## src/hdl/hazardPkg.sv

```systemverilog
// shared field positions, opcode patterns, select codes and types for the hazard unit; import it
`default_nettype none

package hazardPkg;

    // instruction word as it leaves fetch
    typedef logic [15:0] instT;

    // register index as found in the rs and second operand fields
    typedef logic [2:0] regIdxT;

    // write-back data select carried down the pipe with each producer
    typedef logic [1:0] wbSelT;

    // forwarding word for one operand
    // origin low picks the execute result, high picks the memory result
    typedef struct packed {
        logic  fwEnable;
        logic  fwOrigin;
        wbSelT fwSource;
    } fwWordT;

    // full control word, store select on top of the forwarding word
    typedef struct packed {
        logic   storeSel;
        fwWordT word;
    } fwCntrlT;

    // write-back select codes
    localparam wbSelT wbSelSlbi = 2'b00;
    // memory select marks a load, whose data is not ready for execute forwarding
    localparam wbSelT wbSelMem  = 2'b01;
    localparam wbSelT wbSelAlu  = 2'b10;
    localparam wbSelT wbSelImm  = 2'b11;

    // bubble inserted on a stall
    localparam instT nopInst = {5'b00001, 11'b0};

    // instruction field positions
    localparam int opcodeMsb = 15;
    localparam int opcodeLsb = 11;
    localparam int rsMsb     = 10;
    localparam int rsLsb     = 8;
    localparam int secondMsb = 7;
    localparam int secondLsb = 5;

    // opcode patterns, ? bits are don't care under casez
    localparam logic [4:0] opSt           = 5'b10000;
    localparam logic [4:0] opStu          = 5'b10011;
    localparam logic [4:0] opArith        = 5'b11011;
    localparam logic [4:0] opBitOp        = 5'b11010;
    localparam logic [4:0] opSetGroup     = 5'b111??;
    localparam logic [4:0] opLbi          = 5'b11000;
    localparam logic [4:0] opHalt         = 5'b00000;
    localparam logic [4:0] opNop          = 5'b00001;
    // siic and rti never wait on a branch
    localparam logic [4:0] opSiicGroup    = 5'b0001?;
    localparam logic [4:0] opBranchGroup  = 5'b011??;
    localparam logic [4:0] opJumpRegGroup = 5'b001?1;
    localparam logic [4:0] opJumpGroup    = 5'b001?0;

endpackage

`default_nettype wire
```

## src/hdl/hazardDetect.sv

```systemverilog
// hazard detection and forwarding unit top, one cycle from fetched instruction to issue decision
`timescale 1ns/1ps
`default_nettype none

module hazardDetect
    import hazardPkg::*;
(
    input  logic    clk,
    input  logic    rstN,
    input  instT    fetchInst,
    // producers in the younger stages
    input  logic    regWrtD,
    input  logic    regWrtX,
    input  logic    regWrtM,
    input  regIdxT  wrtRegD,
    input  regIdxT  wrtRegX,
    input  regIdxT  wrtRegM,
    input  wbSelT   wbDataSelD,
    input  wbSelT   wbDataSelX,
    // branch in flight per stage
    input  logic    branchInstD,
    input  logic    branchInstX,
    input  logic    branchInstM,
    input  logic    branchInstW,
    output instT    nextInst,
    output logic    pcNop,
    output fwCntrlT fwCntrlA,
    output fwCntrlT fwCntrlB
);

    logic   readsRs;
    logic   readsSecond;
    logic   storeOp;
    logic   branchImmune;
    logic   rsStall;
    logic   secondStall;
    fwWordT rsFw;
    fwWordT secondFw;

    opcodeDecode opcodeDecode_i (
        .fetchOpcode  (fetchInst[opcodeMsb:opcodeLsb]),
        .readsRs      (readsRs),
        .readsSecond  (readsSecond),
        .storeOp      (storeOp),
        .branchImmune (branchImmune)
    );

    // first source operand
    operandHazard rsCheck (
        .srcReg     (fetchInst[rsMsb:rsLsb]),
        .regWrtD    (regWrtD),
        .regWrtX    (regWrtX),
        .regWrtM    (regWrtM),
        .wrtRegD    (wrtRegD),
        .wrtRegX    (wrtRegX),
        .wrtRegM    (wrtRegM),
        .wbDataSelD (wbDataSelD),
        .wbDataSelX (wbDataSelX),
        .needStall  (rsStall),
        .fwWord     (rsFw)
    );

    // second operand, rt for alu ops and rd for stores
    operandHazard secondCheck (
        .srcReg     (fetchInst[secondMsb:secondLsb]),
        .regWrtD    (regWrtD),
        .regWrtX    (regWrtX),
        .regWrtM    (regWrtM),
        .wrtRegD    (wrtRegD),
        .wrtRegX    (wrtRegX),
        .wrtRegM    (wrtRegM),
        .wbDataSelD (wbDataSelD),
        .wbDataSelX (wbDataSelX),
        .needStall  (secondStall),
        .fwWord     (secondFw)
    );

    issueControl issueControl_i (
        .clk          (clk),
        .rstN         (rstN),
        .fetchInst    (fetchInst),
        .readsRs      (readsRs),
        .readsSecond  (readsSecond),
        .storeOp      (storeOp),
        .branchImmune (branchImmune),
        .rsStall      (rsStall),
        .secondStall  (secondStall),
        .rsFw         (rsFw),
        .secondFw     (secondFw),
        .branchInstD  (branchInstD),
        .branchInstX  (branchInstX),
        .branchInstM  (branchInstM),
        .branchInstW  (branchInstW),
        .nextInst     (nextInst),
        .pcNop        (pcNop),
        .fwCntrlA     (fwCntrlA),
        .fwCntrlB     (fwCntrlB)
    );

endmodule

`default_nettype wire

```

## src/hdl/issueControl.sv

```systemverilog
// issue stage register of the hazard unit, merges operand checks and branch flags into stall and words
`timescale 1ns/1ps
`default_nettype none

module issueControl
    import hazardPkg::*;
(
    input  logic    clk,
    input  logic    rstN,
    input  instT    fetchInst,
    input  logic    readsRs,
    input  logic    readsSecond,
    input  logic    storeOp,
    input  logic    branchImmune,
    input  logic    rsStall,
    input  logic    secondStall,
    input  fwWordT  rsFw,
    input  fwWordT  secondFw,
    input  logic    branchInstD,
    input  logic    branchInstX,
    input  logic    branchInstM,
    input  logic    branchInstW,
    output instT    nextInst,
    output logic    pcNop,
    output fwCntrlT fwCntrlA,
    output fwCntrlT fwCntrlB
);

    logic    branchPending;
    logic    issueStall;
    fwCntrlT nextFwA;
    fwCntrlT nextFwB;

    // any older branch still unresolved
    assign branchPending = branchInstD | branchInstX | branchInstM | branchInstW;

    // only operands the opcode actually reads can stall it
    assign issueStall = (readsRs & rsStall) | (readsSecond & secondStall)
                      | (branchPending & ~branchImmune);

    always_comb begin
        // unused operand carries an all-zero word
        nextFwA = '0;
        nextFwB = '0;
        if (readsRs) begin
            nextFwA.storeSel = storeOp;
            nextFwA.word     = rsFw;
        end
        if (readsSecond) begin
            nextFwB.storeSel = storeOp;
            nextFwB.word     = secondFw;
        end
    end

    always_ff @(posedge clk) begin
        if (!rstN) begin
            nextInst <= nopInst;
            pcNop    <= 1'b0;
            fwCntrlA <= '0;
            fwCntrlB <= '0;
        end else if (issueStall) begin
            // bubble down the pipe, fetch holds its pc and retries
            nextInst <= nopInst;
            pcNop    <= 1'b1;
            fwCntrlA <= '0;
            fwCntrlB <= '0;
        end else begin
            nextInst <= fetchInst;
            pcNop    <= 1'b0;
            fwCntrlA <= nextFwA;
            fwCntrlB <= nextFwB;
        end
    end

endmodule

`default_nettype wire

```

## src/hdl/operandHazard.sv

```systemverilog
// raw check for one source register against the decode, execute and memory producers
`timescale 1ns/1ps
`default_nettype none

module operandHazard
    import hazardPkg::*;
(
    input  regIdxT srcReg,
    input  logic   regWrtD,
    input  logic   regWrtX,
    input  logic   regWrtM,
    input  regIdxT wrtRegD,
    input  regIdxT wrtRegX,
    input  regIdxT wrtRegM,
    input  wbSelT  wbDataSelD,
    input  wbSelT  wbDataSelX,
    output logic   needStall,
    output fwWordT fwWord
);

    logic matchD;
    logic matchX;
    logic matchM;
    logic loadUse;

    // a stage is a producer of srcReg when it writes that register
    assign matchD = regWrtD & (wrtRegD == srcReg);
    assign matchX = regWrtX & (wrtRegX == srcReg);
    assign matchM = regWrtM & (wrtRegM == srcReg);

    // load in decode, data only exists after memory so it cannot be forwarded yet
    assign loadUse = matchD & (wbDataSelD == wbSelMem);

    // memory producer without a younger execute producer is too far to forward,
    // an execute match shadows it since that value is the newer one
    assign needStall = (matchM & ~matchX) | loadUse;

    always_comb begin
        // decode match always forwards, execute only when no load blocks it
        fwWord.fwEnable = matchD | (matchX & ~loadUse);
        // origin is the execute result for the youngest producer
        fwWord.fwOrigin = ~matchD;
        // source follows whichever stage supplies the value
        fwWord.fwSource = matchD ? wbDataSelD : wbDataSelX;
    end

endmodule

`default_nettype wire

```

## src/hdl/opcodeDecode.sv

```systemverilog
// opcode classifier for the hazard unit that tells which register fields an instruction reads
`timescale 1ns/1ps
`default_nettype none

module opcodeDecode
    import hazardPkg::*;
(
    input  logic [4:0] fetchOpcode,
    output logic       readsRs,
    output logic       readsSecond,
    output logic       storeOp,
    output logic       branchImmune
);

    always_comb begin
        // branches, register jumps and anything not listed read rs only and wait on branches
        readsRs      = 1'b1;
        readsSecond  = 1'b0;
        storeOp      = 1'b0;
        branchImmune = 1'b0;

        casez (fetchOpcode)
            // stores read the base in rs and the data in the second field
            opSt, opStu: begin
                readsSecond = 1'b1;
                storeOp     = 1'b1;
            end
            // two-source alu ops
            opArith, opBitOp, opSetGroup: begin
                readsSecond = 1'b1;
            end
            // immediate load, halt, nop and pc-relative jumps need no register
            opLbi, opHalt, opNop, opJumpGroup: begin
                readsRs = 1'b0;
            end
            // siic and rti pass through even with a branch in flight
            opSiicGroup: begin
                readsRs      = 1'b0;
                branchImmune = 1'b1;
            end
        endcase
    end

endmodule

`default_nettype wire

```

## config.mk

```make
export PLATFORM = sky130hd
export DESIGN_NAME = hazardDetect
export DESIGN_NICKNAME = d
export VERILOG_FILES = /design/src/hdl/hazardPkg.sv /design/src/hdl/hazardDetect.sv /design/src/hdl/issueControl.sv /design/src/hdl/operandHazard.sv /design/src/hdl/opcodeDecode.sv
export SDC_FILE = /design/constraint.sdc
export NUM_CORES = 1
export LEC_CHECK = 0
export BUFFER_PORTS_ARGS = -buffer_cell sky130_fd_sc_hd__buf_2
export CAP_MARGIN = 10
export CORE_MARGIN = 3
export CORE_UTILIZATION = 32
export CTS_CLUSTER_DIAMETER = 80
export CTS_CLUSTER_SIZE = 40
export DETAILED_ROUTE_END_ITERATION = 10
export MAX_ROUTING_LAYER = met4
export SLEW_MARGIN = 20
export SYNTH_ARGS = -nofsm -noshare
export SYNTH_HDL_FRONTEND = slang
export SYNTH_HIERARCHICAL = 1
export SYNTH_SLANG_ARGS = --single-unit
export TNS_END_PERCENT = 50
```

## constraint.sdc

```tcl
create_clock -name clk -period 1.6 [get_ports clk]
set_input_delay 0 -clock clk [delete_from_list [all_inputs] [get_ports clk]]
set_output_delay 0 -clock clk [all_outputs]
set_load 0.005 [all_outputs]
```

; ---- After elaboration in Yosys (flattened, before gate mapping)
; Index checks and enable logic that the tools add are counted.
[totals]
in_bits = 38
wordCells = 73
regBits = 27
[classes]
n_mux = 7
eq_ne = 16
reduce_logical = 7
n_bitwise = 33
[op_table]
columns = cell, n
row1 = $eq 5x5->1 const B, 5
row2 = $eq 3x3->1, 6
row3 = $and 1x1->1, 15
row4 = $reduce_or 5->1, 2
row5 = $not 1->1, 9
row6 = $or 1x1->1, 9
row7 = $reduce_or 7->1, 1
row8 = $eq 5x1->1 const B, 1
row9 = $logic_not 5->1, 1
row10 = $mux 1, 5
row11 = $eq 4x1->1 const B, 1
row12 = $eq 4x2->1 const B, 1
row13 = $mux 2, 2
row14 = $reduce_or 2->1, 2
row15 = $eq 3x3->1 const B, 1
row16 = $reduce_or 3->1, 1
row17 = $eq 2x1->1 const B, 1

; ---- Longest topological paths before layout
; Gate-level depths: netlist of the first run.
[logic_depth]
depth_word = 9
depth_mapped = 7
depth_no_buf = 5

; ---- Cells and area by module
; Netlist of the first run, hierarchy kept.
[modules_own_cells]
columns = module, seq_area_each_um2, n_inst, area_each_um2, cells_each
row1 = issueControl, 540.5, 1, 952.2, 95
row2 = operandHazard, 0.0, 2, 147.6, 17
row3 = opcodeDecode, 0.0, 1, 87.6, 12

; ---- Least setup slack after synthesis of the first run
; Ideal clock, no wire load.
[synth_timing]
path_type = in2reg
start = input fetchInst[12]
end = register issueControl_i/fwCntrlB[0] (netlist name)
arrival_time_ps = 1397
path_stages = 7
slack_ps = 66
required_ps = 1462
path_cell_list = nor4_1 > a21oi_1 > a21boi_1 > a22o_1 > clkbuf_1 > buf_1 > a211oi_1
[synth_between]
elab_chain_cells = 7
elab_cells_between_ends = 21
classes_between = eq/ne (7) / mux (3) / bitwise (7) / reduce/logical (4)
[synth_lines]
columns = element, line
row1 = "start, declared", hazardDetect.sv:10  ; input instT fetchInst,
row2 = $eq 5x5->1, opcodeDecode.sv:22  ; casez (fetchOpcode)
row3 = $reduce_or 5->1 (no source line) *, -
row4 = $mux 1 *, opcodeDecode.sv:22
row5 = via readsSecond, hazardDetect.sv:32  ; logic readsSecond;
row6 = $and 1x1->1, issueControl.sv:38  ; assign issueStall = (readsRs & rsStall) | (readsSecond & secondStall)
row7 = $or 1x1->1, issueControl.sv:38
row8 = $or 1x1->1, issueControl.sv:39  ; | (branchPending & ~branchImmune);
row9 = $reduce_or 3->1 (no source line) *, -
; The timed path passes the listed nets; every way through them passes the cells marked *.
; A chain may end at the register's enable or synchronous reset.

; ---- Worst setup path in the final report of the first run
[layout_timing]
start = input fetchInst[7]
end = register issueControl_i/fwCntrlA[3] (netlist name)
[layout_between]
elab_chain_cells = 9
elab_cells_between_ends = 14
classes_between = eq/ne (3) / bitwise (10) / reduce/logical (1)
[layout_lines]
columns = element, line
row1 = $eq 3x3->1, operandHazard.sv:28  ; assign matchX = regWrtX & (wrtRegX == srcReg);
row2 = $and 1x1->1, operandHazard.sv:28
row3 = $not 1->1, operandHazard.sv:36  ; assign needStall = (matchM & ~matchX) | loadUse;
row4 = $and 1x1->1, operandHazard.sv:36
row5 = $or 1x1->1 *, operandHazard.sv:36
row6 = via secondStall, hazardDetect.sv:36  ; logic secondStall;
row7 = $and 1x1->1 *, issueControl.sv:38
row8 = $or 1x1->1 *, issueControl.sv:38
row9 = $or 1x1->1 *, issueControl.sv:39
row10 = $reduce_or 7->1 (no source line) *, -
; Marked as above.

==> results of run 1 <==
state kept, by name (all words and copies together), names as in the netlist:
signal	count
issueControl_i/fwCntrlA	5
issueControl_i/pcNop	1
issueControl_i/fwCntrlB	5
issueControl_i/nextInst	16
per-stage QoR:
stage               hold slack [ns]   util  instances
floorplan                    0.0920      -        141
global placement              0.246  0.453        251
detailed placement            0.245  0.453        251
CTS                         0.00393  0.477        260
global route                 0.0138  0.477        260
finish                      0.00428  0.477        260
power breakdown:
group	internal (mW)	switching [mW]
combinational	0.136	0.134
sequential	0.684	0.00293
clock	0.177	0.177
total	0.997	0.314
layout make-up:
class / instances / area (µm²) / share of cell area
clock buffer: 4 / 45.0 / 0.0247
inverter: 2 / 7.51 / 0.00411
multi-input combinational: 101 / 723 / 0.396
sequential: 27 / 541 / 0.296
tap: 48 / 60.1 / 0.0329
timing repair buffer: 78 / 450 / 0.247
synthesized netlist by cell type, drive strengths merged:
| library cell | instances |
|---|---|
| nor4 | 1 |
| nand2 | 17 |
| inv | 1 |
| clkinv | 1 |
| or4 | 1 |
| and4bb | 1 |
| a211oi | 25 |
| xnor2 | 18 |
| and4 | 2 |
| clkbuf | 7 |
| o2bb2ai | 2 |
| nand3 | 10 |
| nor4b | 2 |
| nand2b | 2 |
| mux2 | 4 |
| nand4 | 4 |
| dfxtp | 27 |
| o32a | 1 |
| nor2b | 2 |
| a2111o | 1 |
| buf | 4 |
| a21oi | 1 |
| a22o | 2 |
| nor2 | 2 |
| a21boi | 1 |
| xor2 | 1 |
| o21ai | 1 |
routing by layer:
metal,part of all wire,track usage,vias up
li1,-,-,660
met1,0.49,0.184,539
met2,0.45,0.193,34
met3,0.051,0.0199,4
met4,0.016,0.0522,0
met5,0,-,-
kinds of logic (layout without fill, tap and decap cells):
kind of cell,Yosys count,after routing,synth area share
compound gates,34,34,0.197
xor+xnor,19,19,0.125
buf+inv,13,84,0.0534
flops,27,27,0.405
mux,4,4,0.0337
simple gates,44,44,0.187
worst max-delay path: cells and delay by family:
family | cells | cell delay, ns
simple gates | 1 | 0.17
buf+inv | 2 | 0.35
xor+xnor | 1 | 0.18
compound gates | 3 | 0.73
worst max path at each step:
stage                  start                          end
3_5_place_dp   fetchInst[11]   issueControl_i/fwCntrlA[3]
3_3_place_gp   fetchInst[11]   issueControl_i/fwCntrlA[3]
6_report        fetchInst[7]   issueControl_i/fwCntrlA[3]
4_1_cts        fetchInst[11]   issueControl_i/fwCntrlA[3]
5_1_grt         fetchInst[5]  issueControl_i/nextInst[12]
2_1_floorplan  fetchInst[12]   issueControl_i/fwCntrlB[0]
==> metrics.cfg, run 1 <==
[status]
status=finished clean

[floorplanning]
start_util=0.349
fp-row-count=22
dieHeight_um=70.6
io_pins=65
die-area_um2=4980
dieWidth_um=70.6
core-area_um2=3830

[worst_setup_path]
cp-start-kind=input port
cpMaxStageDelayCell=a22o_1
crit_type=in -> reg
critPathCaptureType=flop
cp_data_arrival_time_ns=1.43
cpPeakStageDelay_ns=0.31
critical_path.cell_chain=buf_2 > xnor2_1 > nand4_1 > o2bb2ai_1 > a22o_1 > buf_4 > a211oi_1
cp_data_required_time_ns=1.76
cp_max_fo=8

[timing]
post-route-min-period_ns=1.26
slew_headroom=0.703
timing.final.ws_setup_ns=0.337
rsz0062_at_grt=no
finalHoldViolations=0
worst_slew_pin_slew_ns=0.439
setup_viol=0
slew_viol_final=0
period_share=0.790
fin_tns_setup_ns=0
timing.fmax_mhz=791

[detailed_routing]
firstDrtPassIters=4
drc=0
via_count=1237
drt-total-wl_um=3340
antenna_left=0
drtIter0Drc=29
avgRoutedWirePerCell_um=12.9
via_per_inst=4.76

[logic_synthesis]
ys_seq_elements=27
yosysSeqAreaShare=0.405
yosys_warnings=6
synth_top_area_share=0.405
synth_cell_types=29
synthTopCellsByArea=dfxtp_1, a211oi_1, xnor2_1
avgSynthCellArea_um2=9.47
yosysTopAreaCell=dfxtp_1
syn_nets=179
synth_area_um2=1340
synthCells=141

[hold_path]
worstHoldStart=fetchInst[11]
holdCritPathClass=in -> reg
holdPathStages=2
worstHoldEndpoint=issueControl_i/nextInst[11]

[finish]
final_common_cell=buf_2
fillers=373
layout.nets=251
n_antenna_cell=0
final_area_um2=1830
syn2layout_area_growth_pct=36.8
drive_above_1_share=0.396
final_cell_mix=buf_2, dfxtp_1, a211oi_1

[placed_design]
post-place-ws_ns=0.0772
gp_congestion=0.773
portBuffers=64
dp_hpwl_um=2700
place_area_um2=1730

[clock_network]
cts_buffer_depth=2
cts.sinks=27
post-cts-setup-buffers=0
numCtsBuffers=3
cts-root-buf=clkbuf_8
cts_tree=built
clk_pin_slew_ns=0.08
hold_buffers=5
post_cts_resized=0
cts_max_level=1

[power_and_ir_drop]
peakVddDrop_mv=0.263
p_leak_nw=0.797
fin_total_pwr_mw=1.31
p_per_area_nw_per_um2=718

[grt]
grt_pass1_vias=1146
grt_overflow_total=0
grt_use_total=0.132
grt_antenna_before_repair=0
grt_max_degree=29
grt_pass1_wl_um=5260

[flow_run]
cap_violations=0

(Power assumes the default switching activity.)
==> run 2, diff against run 1 <==
==> constraint.sdc (replaced) <==
create_clock -name clk -period 1.1 [get_ports clk]
set_input_delay 0 -clock clk [delete_from_list [all_inputs] [get_ports clk]]
set_output_delay 0 -clock clk [all_outputs]
set_load 0.005 [all_outputs]
==> run 2 against run 1 <==
Net effect:
- first-iteration DRC count up 3.4%
- sequential share of layout area shrank 4.4 points
- die area unchanged
- combinational power rose by 85%
- sequential cell count is the same
- global-route usage rose by 2.0 points
- hold slack improved by 0.024 ns
- largest cell class unchanged
- largest power group unchanged
==> metrics.cfg, run 2 (synthesized netlist as in run 1, its figures left out) <==
[detailed_routing]
drc=0  ; unchanged
firstDrtPassIters=4  ; unchanged
via_per_inst=4.87  ; was 4.76
avgRoutedWirePerCell_um=13.4  ; was 12.9 µm
drtIter0Drc=30  ; was 29
antenna_left=0  ; unchanged
via_count=1350  ; was 1237
drt-total-wl_um=3730  ; was 3340 µm

[timing]
fin_tns_setup_ns=0  ; unchanged
slew_viol_final=0  ; unchanged
timing.fmax_mhz=920
timing.final.ws_setup_ns=0.0131  ; was 0.337 ns
finalHoldViolations=0  ; unchanged
slew_headroom=0.736  ; was 0.703
post-route-min-period_ns=1.09
worst_slew_pin_slew_ns=0.390  ; was 0.439 ns
setup_viol=0  ; unchanged
period_share=0.988

[floorplanning]
dieWidth_um=70.6  ; unchanged
fp-row-count=22  ; unchanged
core-area_um2=3830  ; unchanged
die-area_um2=4980  ; unchanged
start_util=0.349  ; unchanged
io_pins=65  ; unchanged
dieHeight_um=70.6  ; unchanged

[worst_setup_path]
crit_type=in -> reg  ; unchanged
cp_data_arrival_time_ns=1.28  ; was 1.43 ns
critPathCaptureType=flop  ; unchanged
cp-start-kind=input port  ; unchanged
cp_max_fo=21  ; was 8
cp_data_required_time_ns=1.29  ; was 1.76 ns

[finish]
final_cell_mix=buf_2, dfxtp_1, a211oi_2  ; was buf_2, dfxtp_1, a211oi_1
largest-register=issueControl_i/nextInst  ; unchanged
seqCellArea_um2=541  ; unchanged
final_area_um2=2140  ; was 1830 µm²
layout.nets=268  ; was 251
multi_input_area_um2=887  ; was 723 µm²
largest_reg_flops=16  ; unchanged
final_common_cell=buf_2  ; unchanged
n_antenna_cell=0  ; unchanged
fillers=359  ; was 373
biggestRegsByFlops=issueControl_i/nextInst: 16 flops, issueControl_i/fwCntrlA: 5 flops, issueControl_i/fwCntrlB: 5 flops  ; unchanged
syn2layout_area_growth_pct=60.5  ; was 36.8%
drive_above_1_share=0.563  ; was 0.396

[power_and_ir_drop]
comb_power_share=0.244  ; was 0.206
p_seq_frac=0.488  ; was 0.524
intPower_mw=1.51  ; was 997 µW
swShare=0.264  ; was 0.239
peakVddDrop_mv=0.446  ; was 0.263 mV
p_switching_uw=540  ; was 314 µW
p_leak_nw=0.923  ; was 0.797 nW
p_clk_frac=0.267  ; was 0.270
p_per_area_nw_per_um2=954  ; was 718 nW/µm²

[grt]
grt_pass1_wl_um=6040  ; was 5260 µm
grt_max_degree=27  ; was 29
grt_pass1_vias=1280  ; was 1146
grt_antenna_before_repair=0  ; unchanged
grt_overflow_total=0  ; unchanged
grt_use_total=0.152  ; was 0.132

[clock_network]
cts_buffer_depth=2  ; unchanged
cts_tree=built  ; unchanged
cts.sinks=27  ; unchanged
numCtsBuffers=3  ; unchanged
clk_pin_slew_ns=0.09  ; was 0.08 ns
cts-root-buf=clkbuf_8  ; unchanged
cts_max_level=1  ; unchanged

[flow_run]
cap_violations=0  ; unchanged

[placed_design]
place_area_um2=1890  ; was 1730 µm²
dp_hpwl_um=2930  ; was 2700 µm
gp_congestion=0.877  ; was 0.773
portBuffers=64  ; unchanged
post-place-ws_ns=-0.373  ; was 0.0772 ns

[hold_path]
holdCritPathClass=in -> reg  ; unchanged

[status]
status=finished clean  ; unchanged

-- run 2: layout make-up --
type	count	share of cell area
flip-flops and latches	27	0.252
multi-input cells	101	0.414
clock buffers	3	0.0193
repair buffers	95	0.281
well taps	48	0.0280
clock inverters	1	0.00234
inverters	2	0.00350
-- run 2: routing by layer --
| layer | global-route usage | wire length [µm] | vias to the layer above |
|---|---|---|---|
| met5 | - | 0 | - |
| met4 | 0.0564 | 57 | 0 |
| met3 | 0.0142 | 191 | 4 |
| met2 | 0.285 | 2040 | 41 |
| met1 | 0.166 | 1440 | 609 |
| li1 | - | - | 696 |
-- run 2: metrics by stage --
| step | util | power (mW) | instances | hold WS (ns) |
|---|---|---|---|---|
| 6_report | 0.560 | 2.05 | 277 | 0.0282 |
| 4_1_cts | 0.535 | 2.03 | 276 | 0.000148 |
| 5_1_grt | 0.560 | 2.15 | 277 | 0.0275 |
| 3_3_place_gp | 0.493 | 1.44 | 263 | 0.241 |
| 3_5_place_dp | 0.493 | 1.45 | 263 | 0.243 |
| 2_1_floorplan | - | 1.26 | 141 | 0.103 |
-- run 2: final timing paths --
kind / from / endpoint / slack [ns] / cells past startpoint
worst max-delay path: fetchInst[9] / issueControl_i/nextInst[5] / 0.01 / 7
worst min-delay path: fetchInst[12] / issueControl_i/nextInst[12] / 0.03 / 3
-- run 2: what timing repair did --
item                       CTS  global route
setup buffers                1             1
hold buffers                 8             0
cloned                       0             0
hold endpoints to repair     8             0
setup endpoints to repair   10            21
pin swaps                    1            11
gates resized for setup      4            16
-- run 2: power by group through the flow --
stage	Combinational [mW]	Clock, mW	Sequential [mW]
3_3_place_gp	0.418	0	1.02
3_5_place_dp	0.433	0	1.02
4_1_cts	0.466	0.568	0.999
6_report	0.499	0.547	0.999
2_1_floorplan	0.232	0	1.03
5_1_grt	0.541	0.606	1.00
-- run 2: critical path, cell delays in order --
cell and delay (ns):
buf_2 0.13, xnor2_1 0.17, nand4_1 0.16, o2bb2ai_2 0.16
a22o_4 0.28, buf_12 0.17, a211oi_1 0.20
==> run 3, diff against run 2 <==
==> constraint.sdc (replaced) <==
create_clock -name clk -period 1.1 [get_ports clk]
set_input_delay 0.055 -clock clk [delete_from_list [all_inputs] [get_ports clk]]
set_output_delay 0.055 -clock clk [all_outputs]
set_load 0.005 [all_outputs]
==> run 3 against run 2 <==
Net effect:
- the flow now finishes with violations (negative setup slack)
- die area did not move
- sequential share of layout area fell by 1.5 points
- critical path depth did not move
- setup slack got worse by 0.047 ns
- global-route usage fell by 0.24 points
- routed wire length rose by 8.2%
- non-clock buffer count fell by 4
- critical endpoint is now issueControl_i/nextInst[8]
- hold slack got worse by 0.0069 ns
- highest routed layer unchanged
- combinational power rose by 16%
- fmax fell by 4.1%
==> metrics.cfg, run 3 (synthesized netlist as in run 1, its figures left out) <==
[grt]
grt_pass1_vias=1319  ; was 1280
grt_overflow_total=0  ; unchanged
grt_max_degree=27  ; unchanged
grt_antenna_before_repair=0  ; unchanged
grt_pass1_wl_um=5990  ; was 6040 µm
grt_use_total=0.150  ; was 0.152

[worst_setup_path]
critical_path.cell_chain=buf_4 > xnor2_2 > nand4_1 > o2bb2ai_2 > a22o_4 > buf_12 > a211oi_2  ; was buf_2 > xnor2_1 > nand4_1 > o2bb2ai_2 > a22o_4 > buf_12 > a211oi_1
cp_max_fo=11  ; was 21
path_buf_inv=2  ; unchanged
cp_data_required_time_ns=1.29  ; about the same
crit_type=in -> reg  ; unchanged
cp.depth=7  ; unchanged
cp_data_arrival_time_ns=1.32  ; was 1.28 ns
cp-start-kind=input port  ; unchanged
critPathCaptureType=flop  ; unchanged
crit_family=compound AO/OA/AOI/OAI gates  ; unchanged
cpMaxStageDelayCell=a22o_4  ; unchanged
cpPeakStageDelay_ns=0.30  ; was 0.28 ns

[placed_design]
place_area_um2=1880  ; was 1890 µm²
gp_congestion=0.850  ; was 0.877
portBuffers=64  ; unchanged
post-place-ws_ns=-0.389  ; was -0.373 ns
dp_hpwl_um=2870  ; was 2930 µm
placed_cells=262  ; was 263

[hold_path]
holdPathStages=3  ; unchanged
holdCritPathClass=in -> reg  ; unchanged

[clock_network]
clk_pin_slew_ns=0.09  ; about the same
numCtsBuffers=3  ; unchanged
cts-root-buf=clkbuf_8  ; unchanged
cts_buffer_depth=2  ; unchanged
cts.sinks=27  ; unchanged
cts_max_level=1  ; unchanged
cts_tree=built  ; unchanged

[detailed_routing]
dr_wl_met2_um=2280  ; was 2040 µm
firstDrtPassIters=4  ; unchanged
wl_met3_um=197  ; was 191 µm
drt-total-wl_um=4030  ; was 3730 µm
avgRoutedWirePerCell_um=14.8  ; was 13.4 µm
drtIter0Drc=34  ; was 30
via_per_inst=4.98  ; was 4.87
via_count=1359  ; was 1350
routed.top_layer=met4  ; unchanged
antenna_left=0  ; unchanged
drc=0  ; unchanged
m1WireLength_um=1500  ; was 1440 µm

[finish]
largest-register=issueControl_i/nextInst  ; unchanged
final_area_um2=2280  ; was 2140 µm²
layout.nets=264  ; was 268
final_cell_mix=buf_2, dfxtp_1, buf_4  ; was buf_2, dfxtp_1, a211oi_2
biggestRegsByFlops=issueControl_i/nextInst: 16 flops, issueControl_i/fwCntrlA: 5 flops, issueControl_i/fwCntrlB: 5 flops  ; unchanged
syn2layout_area_growth_pct=70.9  ; was 60.5%
n_antenna_cell=0  ; unchanged
stdcell_count=273  ; was 277
final_util=0.596  ; was 0.560
drive_above_1_share=0.636  ; was 0.563
final_common_cell=buf_2  ; unchanged
largest_reg_flops=16  ; unchanged

[flow_run]
cap_violations=0  ; unchanged

[timing]
period_share=1.03  ; was 0.988
setup_viol=7  ; was 0
finalHoldViolations=0  ; unchanged
slew_viol_final=0  ; unchanged
rsz0062_at_grt=yes
timing.final.ws_setup_ns=-0.0336  ; was 0.0131 ns
worst_slew_pin_slew_ns=0.401  ; was 0.390 ns
post-route-min-period_ns=1.13  ; was 1.09 ns
timing.fmax_mhz=882  ; was 920 MHz
slew_headroom=0.732  ; was 0.736

[floorplanning]
io_pins=65  ; unchanged
die-area_um2=4980  ; unchanged
dieWidth_um=70.6  ; unchanged
core-area_um2=3830  ; unchanged
dieHeight_um=70.6  ; unchanged
fp-row-count=22  ; unchanged
start_util=0.349  ; unchanged

[power_and_ir_drop]
p_per_area_nw_per_um2=929  ; was 954 nW/µm²
peakVddDrop_mv=0.438  ; was 0.446 mV
p_leak_nw=0.981  ; was 0.923 nW

[status]
violations=negative setup slack
status=finished, violations left  ; was finished clean

[run 3: cell types whose count changed in the layout (fill, tap and decap cells not counted), moves of 5 or more]
cell,previous run,this run
buf_2,64,52
xnor2_1,15,9
buf_6,1,8
xnor2_2,3,9
buf_4,20,25
dlygate4sd3_1,8,1
[run 3: tightest hold or removal path, stage by stage]
cell and delay [ns]:
buf_2 0.10, nand2_1 0.06, a211oi_1 0.04
[run 3: power by group]
group / internal [mW] / leakage, nW / switching (mW)
Sequential: 0.995 / 0.219 / 0.00404
Clock: 0.253 / 0.0255 / 0.291
Combinational: 0.303 / 0.737 / 0.273
[run 3: per-layer routing]
layer,up-vias,track usage
met5,-,-
met4,0,0.0564
met3,4,0.0213
met2,40,0.272
met1,635,0.166
li1,680,-
[run 3: worst paths after layout]
kind | start | endpoint
setup / recovery | wrtRegX[2] | issueControl_i/nextInst[8]
hold / removal | fetchInst[0] | issueControl_i/nextInst[0]
[run 3: repair_timing]
action / CTS / global route
pin swaps: 3 / 17
gates resized for setup: 15 / 47
setup buffers: 3 / 1
gates cloned: 0 / 2
endpoints found under the setup margin: 27 / 27
hold endpoints to repair: 1 / 0
hold buffers: 1 / 0
[run 3: area by class of cell]
type	instances	area, µm²
clock inverters	1	5.00
well taps	48	60.1
fillers	337	1550
repair buffers	91	643
inverters	2	7.51
flip-flops and latches	27	541
clock buffers	3	41.3
multi-input cells	101	983
[run 3: stage by stage]
| stage | power [mW] | TNS [ns] | hold WS (ns) |
|---|---|---|---|
| 3_5_place_dp | 1.45 | -9.24 | 0.298 |
| 5_1_grt | 2.21 | -0.759 | 0.0358 |
| 6_report | 2.12 | -0.0980 | 0.0213 |
| 2_1_floorplan | 1.26 | -4.13 | 0.158 |
| 4_1_cts | 2.02 | -0.00894 | 0.00967 |
| 3_3_place_gp | 1.44 | -7.86 | 0.297 |
